===== config.mk =====
export PLATFORM = sky130hd
export DESIGN_NAME = uart_bridge_top
export DESIGN_NICKNAME = d
export VERILOG_FILES = /design/src/uart_pkg.sv /design/src/uart_rx.sv /design/src/byte_fifo.sv /design/src/uart_tx.sv /design/src/uart_bridge_top.sv
export SDC_FILE = /design/constraint.sdc
export NUM_CORES = 1
export LEC_CHECK = 0
export BUFFER_PORTS_ARGS = -buffer_cell sky130_fd_sc_hd__buf_2
export CORE_ASPECT_RATIO = 1.5
export CORE_MARGIN = 3
export CORE_UTILIZATION = 60
export CTS_CLUSTER_SIZE = 30
export DETAILED_ROUTE_END_ITERATION = 7
export PLACE_DENSITY = 0.76
export SLEW_MARGIN = 20
export SYNTH_ARGS = -nofsm -noshare
export SYNTH_HDL_FRONTEND = slang
export SYNTH_SLANG_ARGS = --single-unit

===== constraint.sdc =====
create_clock -name clk -period 3.5 [get_ports clk]
set_clock_uncertainty 0.15 [all_clocks]
set_input_delay 0.175 -clock clk [delete_from_list [all_inputs] [get_ports clk]]
set_output_delay 0.175 -clock clk [all_outputs]
set_load 0.01 [all_outputs]

===== src/uart_pkg.sv =====
package uart_pkg;

    // ~~~~~~~~~~~~~~~~~~~~
    // byte and bit index
    // ~~~~~~~~~~~~~~~~~~~~

    localparam int unsigned BYTE_BITS = 8;

    typedef logic [BYTE_BITS-1:0] byte_t;

    // selects one data bit inside a frame
    typedef logic [$clog2(BYTE_BITS)-1:0] bit_idx_t;

    // ~~~~~~~~~~~~~~~~~~~~
    // received byte
    // ~~~~~~~~~~~~~~~~~~~~

    // frame_err set when the stop bit sampled low
    typedef struct packed {
        byte_t data;
        logic  frame_err;
    } rx_byte_t;

    // ~~~~~~~~~~~~~~~~~~~~
    // state machines
    // ~~~~~~~~~~~~~~~~~~~~

    typedef enum logic [1:0] {
        rx_idle,
        rx_start,
        rx_data,
        rx_stop
    } rx_state_t;

    typedef enum logic [1:0] {
        tx_idle,
        tx_start,
        tx_data,
        tx_stop
    } tx_state_t;

endpackage


===== src/uart_rx.sv =====
`timescale 1ns/1ps

module uart_rx #(
    parameter int unsigned CLK_PER_BIT = 217
)(
    input  logic               clk,
    input  logic               rst_n,
    input  logic               rx_line,
    output uart_pkg::rx_byte_t rx_byte,
    output logic               rx_push
);

    localparam int unsigned CNT_W = $clog2(CLK_PER_BIT);

    typedef logic [CNT_W-1:0] cnt_t;

    localparam cnt_t CNT_LAST = cnt_t'(CLK_PER_BIT - 1);
    localparam cnt_t CNT_HALF = cnt_t'(CLK_PER_BIT / 2 - 1);
    localparam uart_pkg::bit_idx_t LAST_BIT = uart_pkg::bit_idx_t'(uart_pkg::BYTE_BITS - 1);

    logic                rx_meta;
    logic                rx_sync;
    logic                rx_prev;
    uart_pkg::rx_state_t state;
    cnt_t                cnt;
    uart_pkg::bit_idx_t  bit_idx;
    uart_pkg::byte_t     shift;

    // ~~~~~~~~~~~~~~~~~~~~
    // input synchronizer
    // ~~~~~~~~~~~~~~~~~~~~

    // line idles high, so reset to 1
    always_ff @(posedge clk or negedge rst_n)
    begin
        if (!rst_n)
        begin
            rx_meta <= 1'b1;
            rx_sync <= 1'b1;
            rx_prev <= 1'b1;
        end
        else
        begin
            rx_meta <= rx_line;
            rx_sync <= rx_meta;
            rx_prev <= rx_sync;
        end
    end

    // ~~~~~~~~~~~~~~~~~~~~
    // deframing FSM
    // ~~~~~~~~~~~~~~~~~~~~

    always_ff @(posedge clk or negedge rst_n)
    begin
        if (!rst_n)
        begin
            state   <= uart_pkg::rx_idle;
            cnt     <= '0;
            bit_idx <= '0;
            rx_push <= 1'b0;
        end
        else
        begin
            rx_push <= 1'b0;
            case (state)
                uart_pkg::rx_idle:
                begin
                    cnt <= '0;
                    // falling edge marks the start bit
                    if (rx_prev && !rx_sync)
                        state <= uart_pkg::rx_start;
                end
                uart_pkg::rx_start:
                begin
                    if (cnt == CNT_HALF)
                    begin
                        cnt     <= '0;
                        bit_idx <= '0;
                        // glitch, line already back high
                        if (rx_sync)
                            state <= uart_pkg::rx_idle;
                        else
                            state <= uart_pkg::rx_data;
                    end
                    else
                        cnt <= cnt + 1'b1;
                end
                uart_pkg::rx_data:
                begin
                    if (cnt == CNT_LAST)
                    begin
                        cnt <= '0;
                        if (bit_idx == LAST_BIT)
                            state <= uart_pkg::rx_stop;
                        else
                            bit_idx <= bit_idx + 1'b1;
                    end
                    else
                        cnt <= cnt + 1'b1;
                end
                uart_pkg::rx_stop:
                begin
                    if (cnt == CNT_LAST)
                    begin
                        cnt     <= '0;
                        rx_push <= 1'b1;
                        state   <= uart_pkg::rx_idle;
                    end
                    else
                        cnt <= cnt + 1'b1;
                end
                default:
                    state <= uart_pkg::rx_idle;
            endcase
        end
    end

    // data path, LSB arrives first
    always_ff @(posedge clk)
    begin
        if (state == uart_pkg::rx_data && cnt == CNT_LAST)
            shift <= {rx_sync, shift[uart_pkg::BYTE_BITS-1:1]};
        if (state == uart_pkg::rx_stop && cnt == CNT_LAST)
        begin
            rx_byte.data      <= shift;
            rx_byte.frame_err <= !rx_sync;
        end
    end

endmodule


===== src/byte_fifo.sv =====
`timescale 1ns/1ps

module byte_fifo #(
    parameter int unsigned FIFO_DEPTH = 8
)(
    input  logic               clk,
    input  logic               rst_n,
    input  uart_pkg::rx_byte_t wr_entry,
    input  logic               wr_strobe,
    output uart_pkg::rx_byte_t rd_entry,
    output logic               rd_valid,
    input  logic               rd_ready,
    output logic               overrun
);

    localparam int unsigned AW = $clog2(FIFO_DEPTH);

    // extra msb tells full from empty
    typedef logic [AW:0] ptr_t;

    uart_pkg::rx_byte_t mem [FIFO_DEPTH];
    ptr_t               wr_ptr;
    ptr_t               rd_ptr;
    logic               full;
    logic               empty;
    logic               do_push;
    logic               do_pop;

    assign empty = (wr_ptr == rd_ptr);
    assign full  = (wr_ptr[AW] != rd_ptr[AW]) && (wr_ptr[AW-1:0] == rd_ptr[AW-1:0]);

    assign do_push = wr_strobe && !full;
    assign do_pop  = rd_valid && rd_ready;

    assign rd_valid = !empty;
    assign rd_entry = mem[rd_ptr[AW-1:0]];

    // ~~~~~~~~~~~~~~~~~~~~
    // pointers and flags
    // ~~~~~~~~~~~~~~~~~~~~

    always_ff @(posedge clk or negedge rst_n)
    begin
        if (!rst_n)
        begin
            wr_ptr  <= '0;
            rd_ptr  <= '0;
            overrun <= 1'b0;
        end
        else
        begin
            if (do_push)
                wr_ptr <= wr_ptr + 1'b1;
            if (do_pop)
                rd_ptr <= rd_ptr + 1'b1;
            // sticky until reset
            if (wr_strobe && full)
                overrun <= 1'b1;
        end
    end

    // storage
    always_ff @(posedge clk)
    begin
        if (do_push)
            mem[wr_ptr[AW-1:0]] <= wr_entry;
    end

endmodule


===== src/uart_tx.sv =====
`timescale 1ns/1ps

module uart_tx #(
    parameter int unsigned CLK_PER_BIT = 217
)(
    input  logic               clk,
    input  logic               rst_n,
    input  uart_pkg::rx_byte_t tx_entry,
    input  logic               tx_valid,
    output logic               tx_ready,
    input  logic               hold,
    output logic               tx_line
);

    localparam int unsigned CNT_W = $clog2(CLK_PER_BIT);

    typedef logic [CNT_W-1:0] cnt_t;

    localparam cnt_t CNT_LAST = cnt_t'(CLK_PER_BIT - 1);
    localparam uart_pkg::bit_idx_t LAST_BIT = uart_pkg::bit_idx_t'(uart_pkg::BYTE_BITS - 1);

    uart_pkg::tx_state_t       state;
    cnt_t                      cnt;
    uart_pkg::bit_idx_t        bit_idx;
    logic [uart_pkg::BYTE_BITS:0] shift;
    logic                      take;
    logic                      bit_end;

    // new bytes only between frames
    assign tx_ready = (state == uart_pkg::tx_idle) && !hold;
    assign take     = tx_valid && tx_ready;
    assign bit_end  = (cnt == CNT_LAST);

    // ~~~~~~~~~~~~~~~~~~~~
    // framing FSM
    // ~~~~~~~~~~~~~~~~~~~~

    always_ff @(posedge clk or negedge rst_n)
    begin
        if (!rst_n)
        begin
            state   <= uart_pkg::tx_idle;
            cnt     <= '0;
            bit_idx <= '0;
            tx_line <= 1'b1;
        end
        else
        begin
            if (state != uart_pkg::tx_idle)
                cnt <= bit_end ? '0 : cnt + 1'b1;
            case (state)
                uart_pkg::tx_idle:
                begin
                    cnt     <= '0;
                    bit_idx <= '0;
                    // flagged entries are popped and dropped here
                    if (take && !tx_entry.frame_err)
                    begin
                        tx_line <= 1'b0;
                        state   <= uart_pkg::tx_start;
                    end
                end
                uart_pkg::tx_start:
                begin
                    if (bit_end)
                    begin
                        tx_line <= shift[0];
                        state   <= uart_pkg::tx_data;
                    end
                end
                uart_pkg::tx_data:
                begin
                    if (bit_end)
                    begin
                        // after the last data bit shift[0] holds the stop bit
                        tx_line <= shift[0];
                        if (bit_idx == LAST_BIT)
                            state <= uart_pkg::tx_stop;
                        else
                            bit_idx <= bit_idx + 1'b1;
                    end
                end
                uart_pkg::tx_stop:
                begin
                    if (bit_end)
                        state <= uart_pkg::tx_idle;
                end
                default:
                    state <= uart_pkg::tx_idle;
            endcase
        end
    end

    // stop bit rides above the data byte
    always_ff @(posedge clk)
    begin
        if (take)
            shift <= {1'b1, tx_entry.data};
        else if (bit_end && (state == uart_pkg::tx_start || state == uart_pkg::tx_data))
            shift <= {1'b1, shift[uart_pkg::BYTE_BITS:1]};
    end

endmodule


===== src/uart_bridge_top.sv =====
`timescale 1ns/1ps

module uart_bridge_top #(
    parameter int unsigned CLK_PER_BIT = 217,
    parameter int unsigned FIFO_DEPTH  = 8
)(
    input  logic clk,
    input  logic rst_n,
    input  logic rx_line,
    input  logic tx_hold,
    output logic tx_line,
    output logic overrun
);

    uart_pkg::rx_byte_t rx_byte;
    logic               rx_push;
    uart_pkg::rx_byte_t fifo_out;
    logic               fifo_valid;
    logic               fifo_ready;

    // ~~~~~~~~~~~~~~~~~~~~
    // rx -> fifo -> tx
    // ~~~~~~~~~~~~~~~~~~~~

    uart_rx #(
        .CLK_PER_BIT (CLK_PER_BIT)
    ) rx_i (
        .clk     (clk),
        .rst_n   (rst_n),
        .rx_line (rx_line),
        .rx_byte (rx_byte),
        .rx_push (rx_push)
    );

    byte_fifo #(
        .FIFO_DEPTH (FIFO_DEPTH)
    ) fifo_i (
        .clk       (clk),
        .rst_n     (rst_n),
        .wr_entry  (rx_byte),
        .wr_strobe (rx_push),
        .rd_entry  (fifo_out),
        .rd_valid  (fifo_valid),
        .rd_ready  (fifo_ready),
        .overrun   (overrun)
    );

    uart_tx #(
        .CLK_PER_BIT (CLK_PER_BIT)
    ) tx_i (
        .clk      (clk),
        .rst_n    (rst_n),
        .tx_entry (fifo_out),
        .tx_valid (fifo_valid),
        .tx_ready (fifo_ready),
        .hold     (tx_hold),
        .tx_line  (tx_line)
    );

endmodule


* After elaboration in Yosys (flattened, before gate mapping)
Memories as Yosys holds them, arrays and structs flattened.
Cells that the tools add are included.
** Storage, ports and cells
- Register bits :: 65
- RAM bits :: 72
- Input bits :: 4
- Output and inout port bits :: 2
- Memories :: 1
** Memory list
- fifo_i.mem :: words 8, bits a word 9, rd ports 1, clocked after memory_dff 0, write ports 1, RTL line byte_fifo.sv:21 : uart_pkg::rx_byte_t mem [FIFO_DEPTH];
** Cells by class
- $add $sub $neg :: 6
- Equal/unequal tests :: 27
- Muxes and demuxes :: 35
- Reductions and logical operators :: 31
** Operators by type and width (count)
- two-way mux 8 bit :: 7
- case mux 8 bit (3 select lines) :: 1
- two-way mux 2 bit :: 11
- != test 2 x 1 -> 1 bit, second input constant :: 10
- adder 8 x 1 -> 8 bit, second input constant :: 2
- == test 8 bit, second input constant :: 2
- case mux 2 bit (4 select lines) :: 2
- two-way mux 3 bit :: 5
- case mux 3 bit (2 select lines) :: 2
- nonzero test 2 bit :: 6
- logical AND 1 bit :: 10
- AND reduction 5 bit :: 2
- adder 4 x 1 -> 4 bit, second input constant :: 2
- == test 2 bit, second input constant :: 4
- == test 8 x 7 -> 1 bit, second input constant :: 1
- adder 3 x 1 -> 3 bit, second input constant :: 2
- == test 3 bit, second input constant :: 2
- two-way mux 1 bit :: 6
- != test 2 bit, second input constant :: 3
- AND reduction 3 bit :: 2
- logical NOT 1 bit :: 5
- == test 2 x 1 -> 1 bit, second input constant :: 2
- == test 4 bit :: 1
- logical NOT 2 bit :: 2
- 6 further kinds :: 7

* Longest topological paths before layout
Gate-level depths: netlist of the first run.
- Depth in word-level cells :: 6
- Depth in mapped cells :: 7

* Cells and area by module
From an unflattened synthesis of the first run, not the netlist that was laid out.
** Unflattened totals
- Cells, all modules :: 361
- Area, all modules :: 5952.0 µm²
** By module, submodules not included
- byte_fifo :: instances 1, cells each 166, area an instance 3447.1 µm²
- uart_rx :: instances 1, cells each 93, area an instance 1336.3 µm²
- uart_tx :: instances 1, cells each 102, area an instance 1168.6 µm²

* Least setup slack after synthesis of the first run
No wires, ideal clock.
- Path kind :: flip-flop to flip-flop
- Start :: reg fifo_i.rd_ptr[1]
- End :: mem fifo_i.mem[0][0] (netlist name), enable pin
- Data arrival time :: 1965 ps
- Data required time :: 2963 ps
- Slack :: 998 ps
- Stages on the path, launching flop included :: 6
- Clock period less this slack :: 2502 ps
- Path through :: dfrtp_1 -> buf_6 -> xnor2_1 -> a41oi_1 -> nand2b_1 -> nor3_1
** On the way
- Longest elaborated chain between the ends :: 6
** RTL lines
- from (decl) :: RTL line byte_fifo.sv:23 : ptr_t rd_ptr;
- from (signal assigned) :: RTL line byte_fifo.sv:55 : rd_ptr <= rd_ptr + 1'b1;
- == test 3 bit :: RTL line byte_fifo.sv:30 : assign full = (wr_ptr[AW] != rd_ptr[AW]) && (wr_ptr[AW-1:0] == rd_ptr[AW-1:0]);
- logical AND 1 bit :: RTL line byte_fifo.sv:30
- logical NOT 1 bit :: RTL line byte_fifo.sv:32 : assign do_push = wr_strobe && !full;
- logical AND 1 bit :: RTL line byte_fifo.sv:32
- two-way mux 1 bit :: RTL line byte_fifo.sv:65 : if (do_push)
- two-way mux 1 bit (not written as such) :: RTL line byte_fifo.sv:66 : mem[wr_ptr[AW-1:0]] <= wr_entry;
- to (decl) :: RTL line byte_fifo.sv:21
No other way between the ends.

* Final worst setup path of the first run
- Start :: reg fifo_i.rd_ptr[1]
- End :: mem fifo_i.mem[7][4] (netlist name), enable pin
Same word-level chain as after synthesis.

==> results.yml, run 1 <==
run_status:
  outcome: "finished clean"
cells_and_area:
  final_common_cell: "edfxtp_1"
  diodes: 0
  fillCellCount: 549
  drive_above_1_share: 0.183
  layout.nets: 394
  finalNonFillerCells: 498
  syn_to_final_growth_pct: 14.9
  most-common-layout-cells: "edfxtp_1 (97), dfrtp_1 (36), nor2_1 (31)"
critical_path:
  reg2reg_depth: 6
  timing.rr.start: "fifo_i.rd_ptr[1]"
  path_class: "reg2reg"
  critPathSlowestCell: "dfrtp_1"
  crit_top_cell: "buf_4"
  crit_chain: "buf_4 > xnor2_1 > a41oi_1 > nand2_1 > nor2_1 > buf_4"
  worst_ep_arrival_time_ps: 2680
  cp_max_fo: 14
  ff2ff_setup_slack_ps: 780
  cp_data_required_time_ps: 3460
  reg2reg_to: "fifo_i.mem[7][4]"
  startpoint_type: "register"
  crit_path_start: "fifo_i.rd_ptr[1]"
  critPathCaptureType: "register"
  max_stage_delay_ps: 600
grt:
  overflow: 0
  grt_pass1_wl_um: 16000
  first_global_vias: 3054
  track_usage: 0.208
  grt_antenna_before_repair: 0
  grt_max_degree: 41
placed_design:
  dp_hpwl_um: 6110
  gp_congestion: 0.789
  port_buffers: 5
  place_inst: 464
synth:
  yosys_warnings: 0
  seq_area_frac_synth: 0.704
  synth_nets: 367
  postSynth.asyncResetShare: 0.292
  synth_cell_types: 41
  synth_ff_type: "edfxtp_1"
  synth.avg_cell_area_um2: 16.0
  syn_area_um2: 5570
  netlist_instances: 348
  synth_edf_count: 97
  ys_ff_latch: 137
min_path:
  worstHoldPathCells: 0
  min_path_type: "reg2reg"
  hold-path-endpoint: "rx_i.rx_sync"
  min-delay-start: "rx_i.rx_meta"
sta:
  max_freq_mhz: 367
  setup_viol: 0
  fin_crit_ps: 2720
  fin_hold_ws_ps: 210
  worstMarginPinSlew_ps: 925
  hold_violations: 0
  slew_violations: 0
  min_period_over_period: 0.778
  tns_ps: 0
  grt_setup_unrepaired: "no"
  slew_headroom: 0.383
pwr:
  switching_share: 0.198
  leakagePower_nw: 2.38
  p_total_mw: 3.71
  ir_drop_v: 0.000531
  switching_power_mw: 0.736
  p_clk_frac: 0.490
  p_int_mw: 2.98
  cellPowerDensity_nw_per_um2: 581
  pwr-share-seq: 0.478
  comb_power_share: 0.032
route:
  wl_per_cell_um: 19.8
  vias: 2890
  post-route-drc-count: 0
  dr.pass1.iters: 7
  antenna_left: 0
  vias_per_cell: 5.80
  drtIter0Drc: 238
  drt-total-wl_um: 9860
cts:
  cts_sinks: 137
  h-tree-depth: 4
  cts_tree: "yes"
  clk_path_buf_depth: 2
  clock_latency_ps: 410
  cts_buffers: 17
  postCtsSetupBuffers: 0
  clk_pin_slew_ps: 50
  cts_root_buf: "clkbuf_16"
  cts-resized-gates: 0
die:
  core-area_um2: 8930
  io_pins: 6
  dieArea_um2: 10500
  rows: 42
  die_y_um: 124
  start_util: 0.623
  die_w_um: 84.6
flow_run:
  maxCapViolations: 0
[area by class of cell]
type	count	area, µm²	share of cell area
tap	110	138	0.0215
multi-input combinational	185	1540	0.241
timing repair buffer	19	135	0.0211
sequential	137	3920	0.613
clock inverter	14	179	0.0280
inverter	15	56.3	0.00880
clock buffer	18	429	0.0671
[worst max-delay path by stage]
stage	slack, ps	end
floorplan	1000	fifo_i.mem[0][0]
global placement	960	fifo_i.mem[7][1]
detailed placement	900	fifo_i.mem[7][7]
CTS	800	fifo_i.mem[7][1]
global route	610	fifo_i.mem[7][1]
finish	780	fifo_i.mem[7][4]
[power groups by stage]
stage	registers [mW]	logic (mW)	clock network, mW
2_1_floorplan	1.80	0.0773	0
3_3_place_gp	1.81	0.109	0
3_5_place_dp	1.81	0.117	0
4_1_cts	1.77	0.120	1.85
5_1_grt	1.78	0.136	1.91
6_report	1.78	0.118	1.82
[logic make-up (layout without fill, tap and decap cells)]
family,Yosys count,in the layout,share of synthesized area
XOR/XNOR,24,24,0.0378
AND/OR/NAND/NOR,89,89,0.0769
multiplexers,32,32,0.0996
buffers and inverters,26,66,0.0193
AO/OA/AOI/OAI,25,25,0.0286
flip-flops,137,137,0.704
adder cells (fa/ha/maj),15,15,0.0337
[worst max-delay path: cells and delay by family (launching register included)]
family | cells | cell delay, ps
buf+inv | 2 | 570
simple gates | 2 | 440
xor+xnor | 1 | 150
compound gates | 1 | 490
flops | 1 | 600
[per-layer routing]
metal | vias up | track usage | wire length (µm)
li1 | 1341 | - | -
met1 | 1477 | 0.248 | 3970
met2 | 59 | 0.353 | 5310
met3 | 13 | 0.0682 | 447
met4 | 0 | 0.0792 | 125
met5 | - | 0 | 0
[Yosys cell counts, types with 2 or more instances]
cell	n	share of area
xor2_1	12	0.019
nor2_1	31	0.021
nand2b_1	6	0.0067
dfstp_2	4	0.019
mux4_2	18	0.073
mux2i_1	10	0.018
clkbuf_1	7	0.0047
mux2_2	3	0.0061
a211o_1	2	0.0031
xnor2_1	12	0.019
ha_1	15	0.034
and3_1	5	0.0056
nand2_1	17	0.011
o21ai_0	15	0.013
inv_1	15	0.010
edfxtp_1	97	0.52
buf_2	2	0.0018
nand3_1	15	0.013
nor2b_1	2	0.0022
dfrtp_1	36	0.16
nor3_1	3	0.0027
nand4_1	2	0.0022
[registers in the layout (all words and copies together), names as in the netlist]
signal and count:
fifo_i.mem 72, rx_i.rx_byte 9, rx_i.cnt 8, rx_i.shift 8, tx_i.cnt 8, tx_i.shift 8
fifo_i.rd_ptr 4, fifo_i.wr_ptr 4, rx_i.bit_idx 3, tx_i.bit_idx 3, rx_i.state 2, tx_i.state 2
fifo_i.overrun 1, rx_i.rx_meta 1, rx_i.rx_prev 1, rx_i.rx_push 1, rx_i.rx_sync 1, tx_i.tx_line 1
[metrics by stage]
| stage | area (µm²) | util | worst slack [ps] |
|---|---|---|---|
| 2_1_floorplan | 5570 | - | 998 |
| 3_3_place_gp | 5770 | 0.646 | 962 |
| 3_5_place_dp | 5770 | 0.646 | 902 |
| 4_1_cts | 6390 | 0.716 | 796 |
| 5_1_grt | 6390 | 0.716 | 606 |
| 6_report | 6390 | 0.716 | 776 |
[what timing repair did]
action                                 in CTS  in global routing
hold buffers                                2                  0
setup endpoints to repair                   0                  0
endpoints found under the hold margin      37                  0
(Power assumes the default switching activity.)
==> inputs of run 2 (changes only) <==
--- a/config.mk
+++ b/config.mk
@@ -8,10 +8,10 @@
 export BUFFER_PORTS_ARGS = -buffer_cell sky130_fd_sc_hd__buf_2
 export CORE_ASPECT_RATIO = 1.5
 export CORE_MARGIN = 3
-export CORE_UTILIZATION = 60
+export CORE_UTILIZATION = 56
 export CTS_CLUSTER_SIZE = 30
 export DETAILED_ROUTE_END_ITERATION = 7
-export PLACE_DENSITY = 0.76
+export PLACE_DENSITY = 0.75
 export SLEW_MARGIN = 20
 export SYNTH_ARGS = -nofsm -noshare
 export SYNTH_HDL_FRONTEND = slang
==> constraint.sdc (replaced) <==
create_clock -name clk -period 2.4 [get_ports clk]
set_clock_uncertainty 0.15 [all_clocks]
set_input_delay 0.12 -clock clk [delete_from_list [all_inputs] [get_ports clk]]
set_output_delay 0.12 -clock clk [all_outputs]
set_load 0.01 [all_outputs]
==> results.yml, run 2 (synthesized netlist as in run 1, its figures left out) <==
cts:
  cts_buffers: 17
  clk_path_buf_depth: 2
  h-tree-depth: 4
  cts_sinks: 137
  cts_tree: "yes"
  clk_pin_slew_ps: 50
  clock_latency_ps: 400
  cts_root_buf: "clkbuf_16"
pwr:
  p_total_mw: 5.24
  ir_drop_v: 0.000616
  cellPowerDensity_nw_per_um2: 811
  leakagePower_nw: 2.44
critical_path:
  path_class: "reg2reg"
  crit_family: "multiplexers"
  max_stage_delay_ps: 500
  ff2ff_setup_slack_ps: 100
  crit_chain: "mux4_2 > nor2b_1 > a211o_1 > a221o_1 > mux2_4"
  startpoint_type: "register"
  cp_num_cells: 5
  crit_buf_inv: 0
  reg2reg_depth: 5
  critPathSlowestCell: "mux4_2"
  cp_data_required_time_ps: 2530
  worst_ep_arrival_time_ps: 2430
  critPathCaptureType: "register"
  cp_max_fo: 4
placed_design:
  dp_hpwl_um: 6130
  port_buffers: 5
  gp_congestion: 0.780
  dp_slack_ps: 114
  place_inst: 478
  dpl_cell_area_um2: 5870
sta:
  max_freq_mhz: 435
  grt_setup_unrepaired: "no"
  hold_violations: 0
  tns_ps: 0
  slew_headroom: 0.382
  setup_viol: 0
  fin_crit_ps: 2300
  worstMarginPinSlew_ps: 927
  setup_ws_ps: 99.7
  fin_hold_ws_ps: 199
  slew_violations: 0
  min_period_over_period: 0.958
grt:
  overflow: 0
  grt_antenna_before_repair: 0
  first_global_vias: 3110
  track_usage: 0.188
  grt_pass1_wl_um: 15400
  grt_max_degree: 41
route:
  vias: 2896
  drtIter0Drc: 183
  post-route-drc-count: 0
  drt-total-wl_um: 9570
  vias_per_cell: 5.66
  wl_per_cell_um: 18.7
  antenna_left: 0
  dr.pass1.iters: 4
run_status:
  outcome: "finished clean"
die:
  die_w_um: 87.4
  core-area_um2: 9470
  rows: 43
  die_y_um: 128
  start_util: 0.588
  dieArea_um2: 11200
  io_pins: 6
cells_and_area:
  diodes: 0
  drive_above_1_share: 0.205
  layout.nets: 406
  largest_reg_flops: 72
  post-route-util: 0.682
  most-common-layout-cells: "edfxtp_1 (97), dfrtp_1 (35), nor2_1 (31)"
  final_common_cell: "edfxtp_1"
  finalInstanceArea_um2: 6460
  syn_to_final_growth_pct: 16.1
  finalNonFillerCells: 512
min_path:
  worstHoldPathCells: 5
  min_path_type: "in2reg"
flow_run:
  maxCapViolations: 0
-- run 2: changes by cell type in the layout (fill, tap and decap cells not counted), moves of 2 or more --
cell        delta
nor3_1         -2
clkinv_1       +2
nor3_2         +2
clkbuf_1       +2
buf_4         +11
clkinvlp_4     -4
-- run 2: power by group --
part	leakage, nW	switching, mW	total (mW)	internal (mW)
Combinational	0.796	0.103	0.172	0.0688
Sequential	1.37	0.0419	2.59	2.55
Clock	0.277	0.869	2.48	1.61
Total	2.44	1.01	5.24	4.23
-- run 2: area by class of cell --
class	count	area [µm²]
fillers	624	3010
clock inverters	12	131
repair buffers	31	229
flip-flops and latches	137	3920
inverters	15	56.3
clock buffers	20	437
well taps	112	140
multi-input cells	185	1550
-- run 2: per-layer routing --
metal,global-route usage,wire [µm]
met5,0,0
met3,0.0386,156
met2,0.341,5420
met1,0.208,3770
met4,0.0804,216
-- run 2: timing repair --
item,CTS,global route
hold buffers,2,0
buffers inserted,0,0
hold endpoints to repair,37,0
resized for setup,0,2
setup endpoints to repair,0,1
-- run 2: tightest hold or removal path: stages --
cell,delay [ps]
buf_2,70
nand2b_1,90
a41o_1,140
a211o_1,160
o2111ai_1,140
-- run 2: path summary, 6_finish.rpt --
| path | from | endpoint |
|---|---|---|
| max | fifo_i.rd_ptr[1] | tx_i.state[1] |
| min | tx_hold | tx_i.tx_line |
| max reg2reg | fifo_i.rd_ptr[1] | tx_i.state[1] |
| min reg2reg | rx_i.rx_meta | rx_i.rx_sync |
| max in group asynchronous | rst_n | fifo_i.rd_ptr[1] |
| min in group asynchronous | rst_n | tx_i.bit_idx[2] |
==> inputs of run 3 (changes only) <==
--- a/config.mk
+++ b/config.mk
@@ -5,6 +5,7 @@
 export SDC_FILE = /design/constraint.sdc
 export NUM_CORES = 1
 export LEC_CHECK = 0
+export ABC_AREA = 1
 export BUFFER_PORTS_ARGS = -buffer_cell sky130_fd_sc_hd__buf_2
 export CORE_ASPECT_RATIO = 1.5
 export CORE_MARGIN = 3
==> results.yml, run 3 <==
sta:
  hold_violations: 0
  setup_ws_ps: 323
  worstMarginPinSlew_ps: 902
  slew_headroom: 0.398
  slew_violations: 0
  grt_setup_unrepaired: "no"
  fin_hold_ws_ps: 41.6
  min_period_over_period: 0.866
  setup_viol: 0
  fin_crit_ps: 2080
  tns_ps: 0
  max_freq_mhz: 481
cells_and_area:
  drive_above_1_share: 0.133
  syn_to_final_growth_pct: 13.8
  finalInstanceArea_um2: 6550
  layout.nets: 549
  post-route-util: 0.665
  multi_input_area_um2: 1610
  fillCellCount: 694
  largest_reg_flops: 72
  final_common_cell: "edfxtp_1"
  finalNonFillerCells: 658
  diodes: 0
  most-common-layout-cells: "edfxtp_1 (97), nand2_1 (91), nor2_1 (73)"
  regArea_um2: 3920
critical_path:
  critPathCaptureType: "register"
  cp_data_required_time_ps: 2550
  startpoint_type: "register"
  reg2reg_to: "tx_i.state[0]"
  crit_path_start: "tx_i.state[0]"
  ff2ff_setup_slack_ps: 320
  worst_ep_arrival_time_ps: 2230
  reg2reg_depth: 10
  critPathCapture: "tx_i.state[0]"
  timing.rr.start: "tx_i.state[0]"
  cp_max_fo: 22
  path_class: "reg2reg"
route:
  drtIter0Drc: 273
  vias_per_cell: 5.55
  vias: 3652
  dr.pass1.iters: 5
  wl_per_cell_um: 15.9
  drt-total-wl_um: 10500
  antenna_left: 0
  post-route-drc-count: 0
synth:
  synth_edf_count: 97
  yosys_warnings: 0
  postSynth.asyncResetShare: 0.292
  synth_ff_type: "edfxtp_1"
  synth_common_cells: "edfxtp_1 (97), nand2_1 (91), nor2_1 (73)"
  netlist_instances: 503
  synth.avg_cell_area_um2: 11.4
  ys_ff_latch: 137
  seq_area_frac_synth: 0.680
  synth_top_area_cell: "edfxtp_1"
  synth_nets: 522
  synth_most_common_cell: "edfxtp_1"
  syn_area_um2: 5760
  synth_top_area_frac: 0.506
  synth_cell_types: 34
  synth_area_leaders: "edfxtp_1 (51%), dfrtp_1 (16%), nand2_1 (5.9%)"
cts:
  cts_buffers: 17
  clock_latency_ps: 410
  clk_path_buf_depth: 2
  cts_tree: "yes"
  postCtsSetupBuffers: 0
  clk_pin_slew_ps: 60
  cts_sinks: 137
  cts-resized-gates: 0
  cts_root_buf: "clkbuf_16"
  h-tree-depth: 4
placed_design:
  port_buffers: 5
  dpl_cell_area_um2: 5960
  gp_congestion: 0.820
  dp_slack_ps: 295
  dp_hpwl_um: 6990
  place_inst: 624
flow_run:
  maxCapViolations: 0
min_path:
  min_path_type: "in2reg"
grt:
  grt_max_degree: 41
  track_usage: 0.199
  overflow: 0
  grt_antenna_before_repair: 0
  first_global_vias: 3564
  grt_pass1_wl_um: 16900
die:
  die_w_um: 88.8
  core-area_um2: 9850
  dieArea_um2: 11600
  start_util: 0.584
  die_y_um: 130
  rows: 44
  io_pins: 6
pwr:
  cellPowerDensity_nw_per_um2: 1080
  leakagePower_nw: 2.59
  ir_drop_v: 0.000606
  p_total_mw: 7.08
run_status:
  outcome: "finished clean"
==> run 3: cell count changes in the layout (fill, tap and decap cells not counted), sizes merged, moves of 11 or more <==
cell	delta
nand2	+77
nor2	+45
inv	+29
o21ai	+27
mux4	-18
o22ai	+16
nand3	+11
==> run 3: cell type report <==
type,instances,share of cell area
inverter,39,0.0223
timing repair buffer,23,0.0252
multi-input combinational,312,0.246
sequential,137,0.598
clock buffer,17,0.0649
clock inverter,15,0.0220
tap,115,0.0220
==> run 3: critical path, stage by stage (launching register included) <==
cell and delay (ps):
dfrtp_1 420, inv_1 130, ha_1 310, inv_2 60
or2_4 260, nor2_8 260, nand2_1 100, nand2_2 110
nand2_2 60, nand2_1 70, nand2_1 40
==> run 3: metal layers <==
metal / vias up / track usage / share of wire
met4: 0 / 0.117 / 0.044
met1: 1761 / 0.221 / 0.39
met2: 77 / 0.339 / 0.53
met3: 35 / 0.0480 / 0.032
li1: 1779 / - / -
met5: - / 0 / 0
==> run 3: report_power, final <==
part	internal (mW)	switching (mW)
logic	0.599	1.17
clock network	1.44	1.01
registers	2.71	0.148
==> run 3: worst min-delay path by stage <==
stage               slack [ps]  cells past startpoint                to     from
finish                      40                      5  fifo_i.rd_ptr[2]  tx_hold
global route                70                      5  fifo_i.rd_ptr[1]  tx_hold
CTS                         40                      5  fifo_i.rd_ptr[2]  tx_hold
detailed placement          90                      1      rx_i.rx_meta  rx_line
global placement            90                      1      rx_i.rx_meta  rx_line
floorplan                 -330                      0    fifo_i.overrun    rst_n
==> run 3: cells by family after synthesis <==
family,Yosys count,share of synthesized area
compound gates,74,0.0717
xor+xnor,11,0.0167
fa+ha+maj,15,0.0326
buf+inv,54,0.0402
flops,137,0.680
simple gates,212,0.158
==> run 3: repair_timing <==
action,CTS,global route
setup endpoints to repair,0,0
hold buffers,2,0
endpoints found under the hold margin,37,0
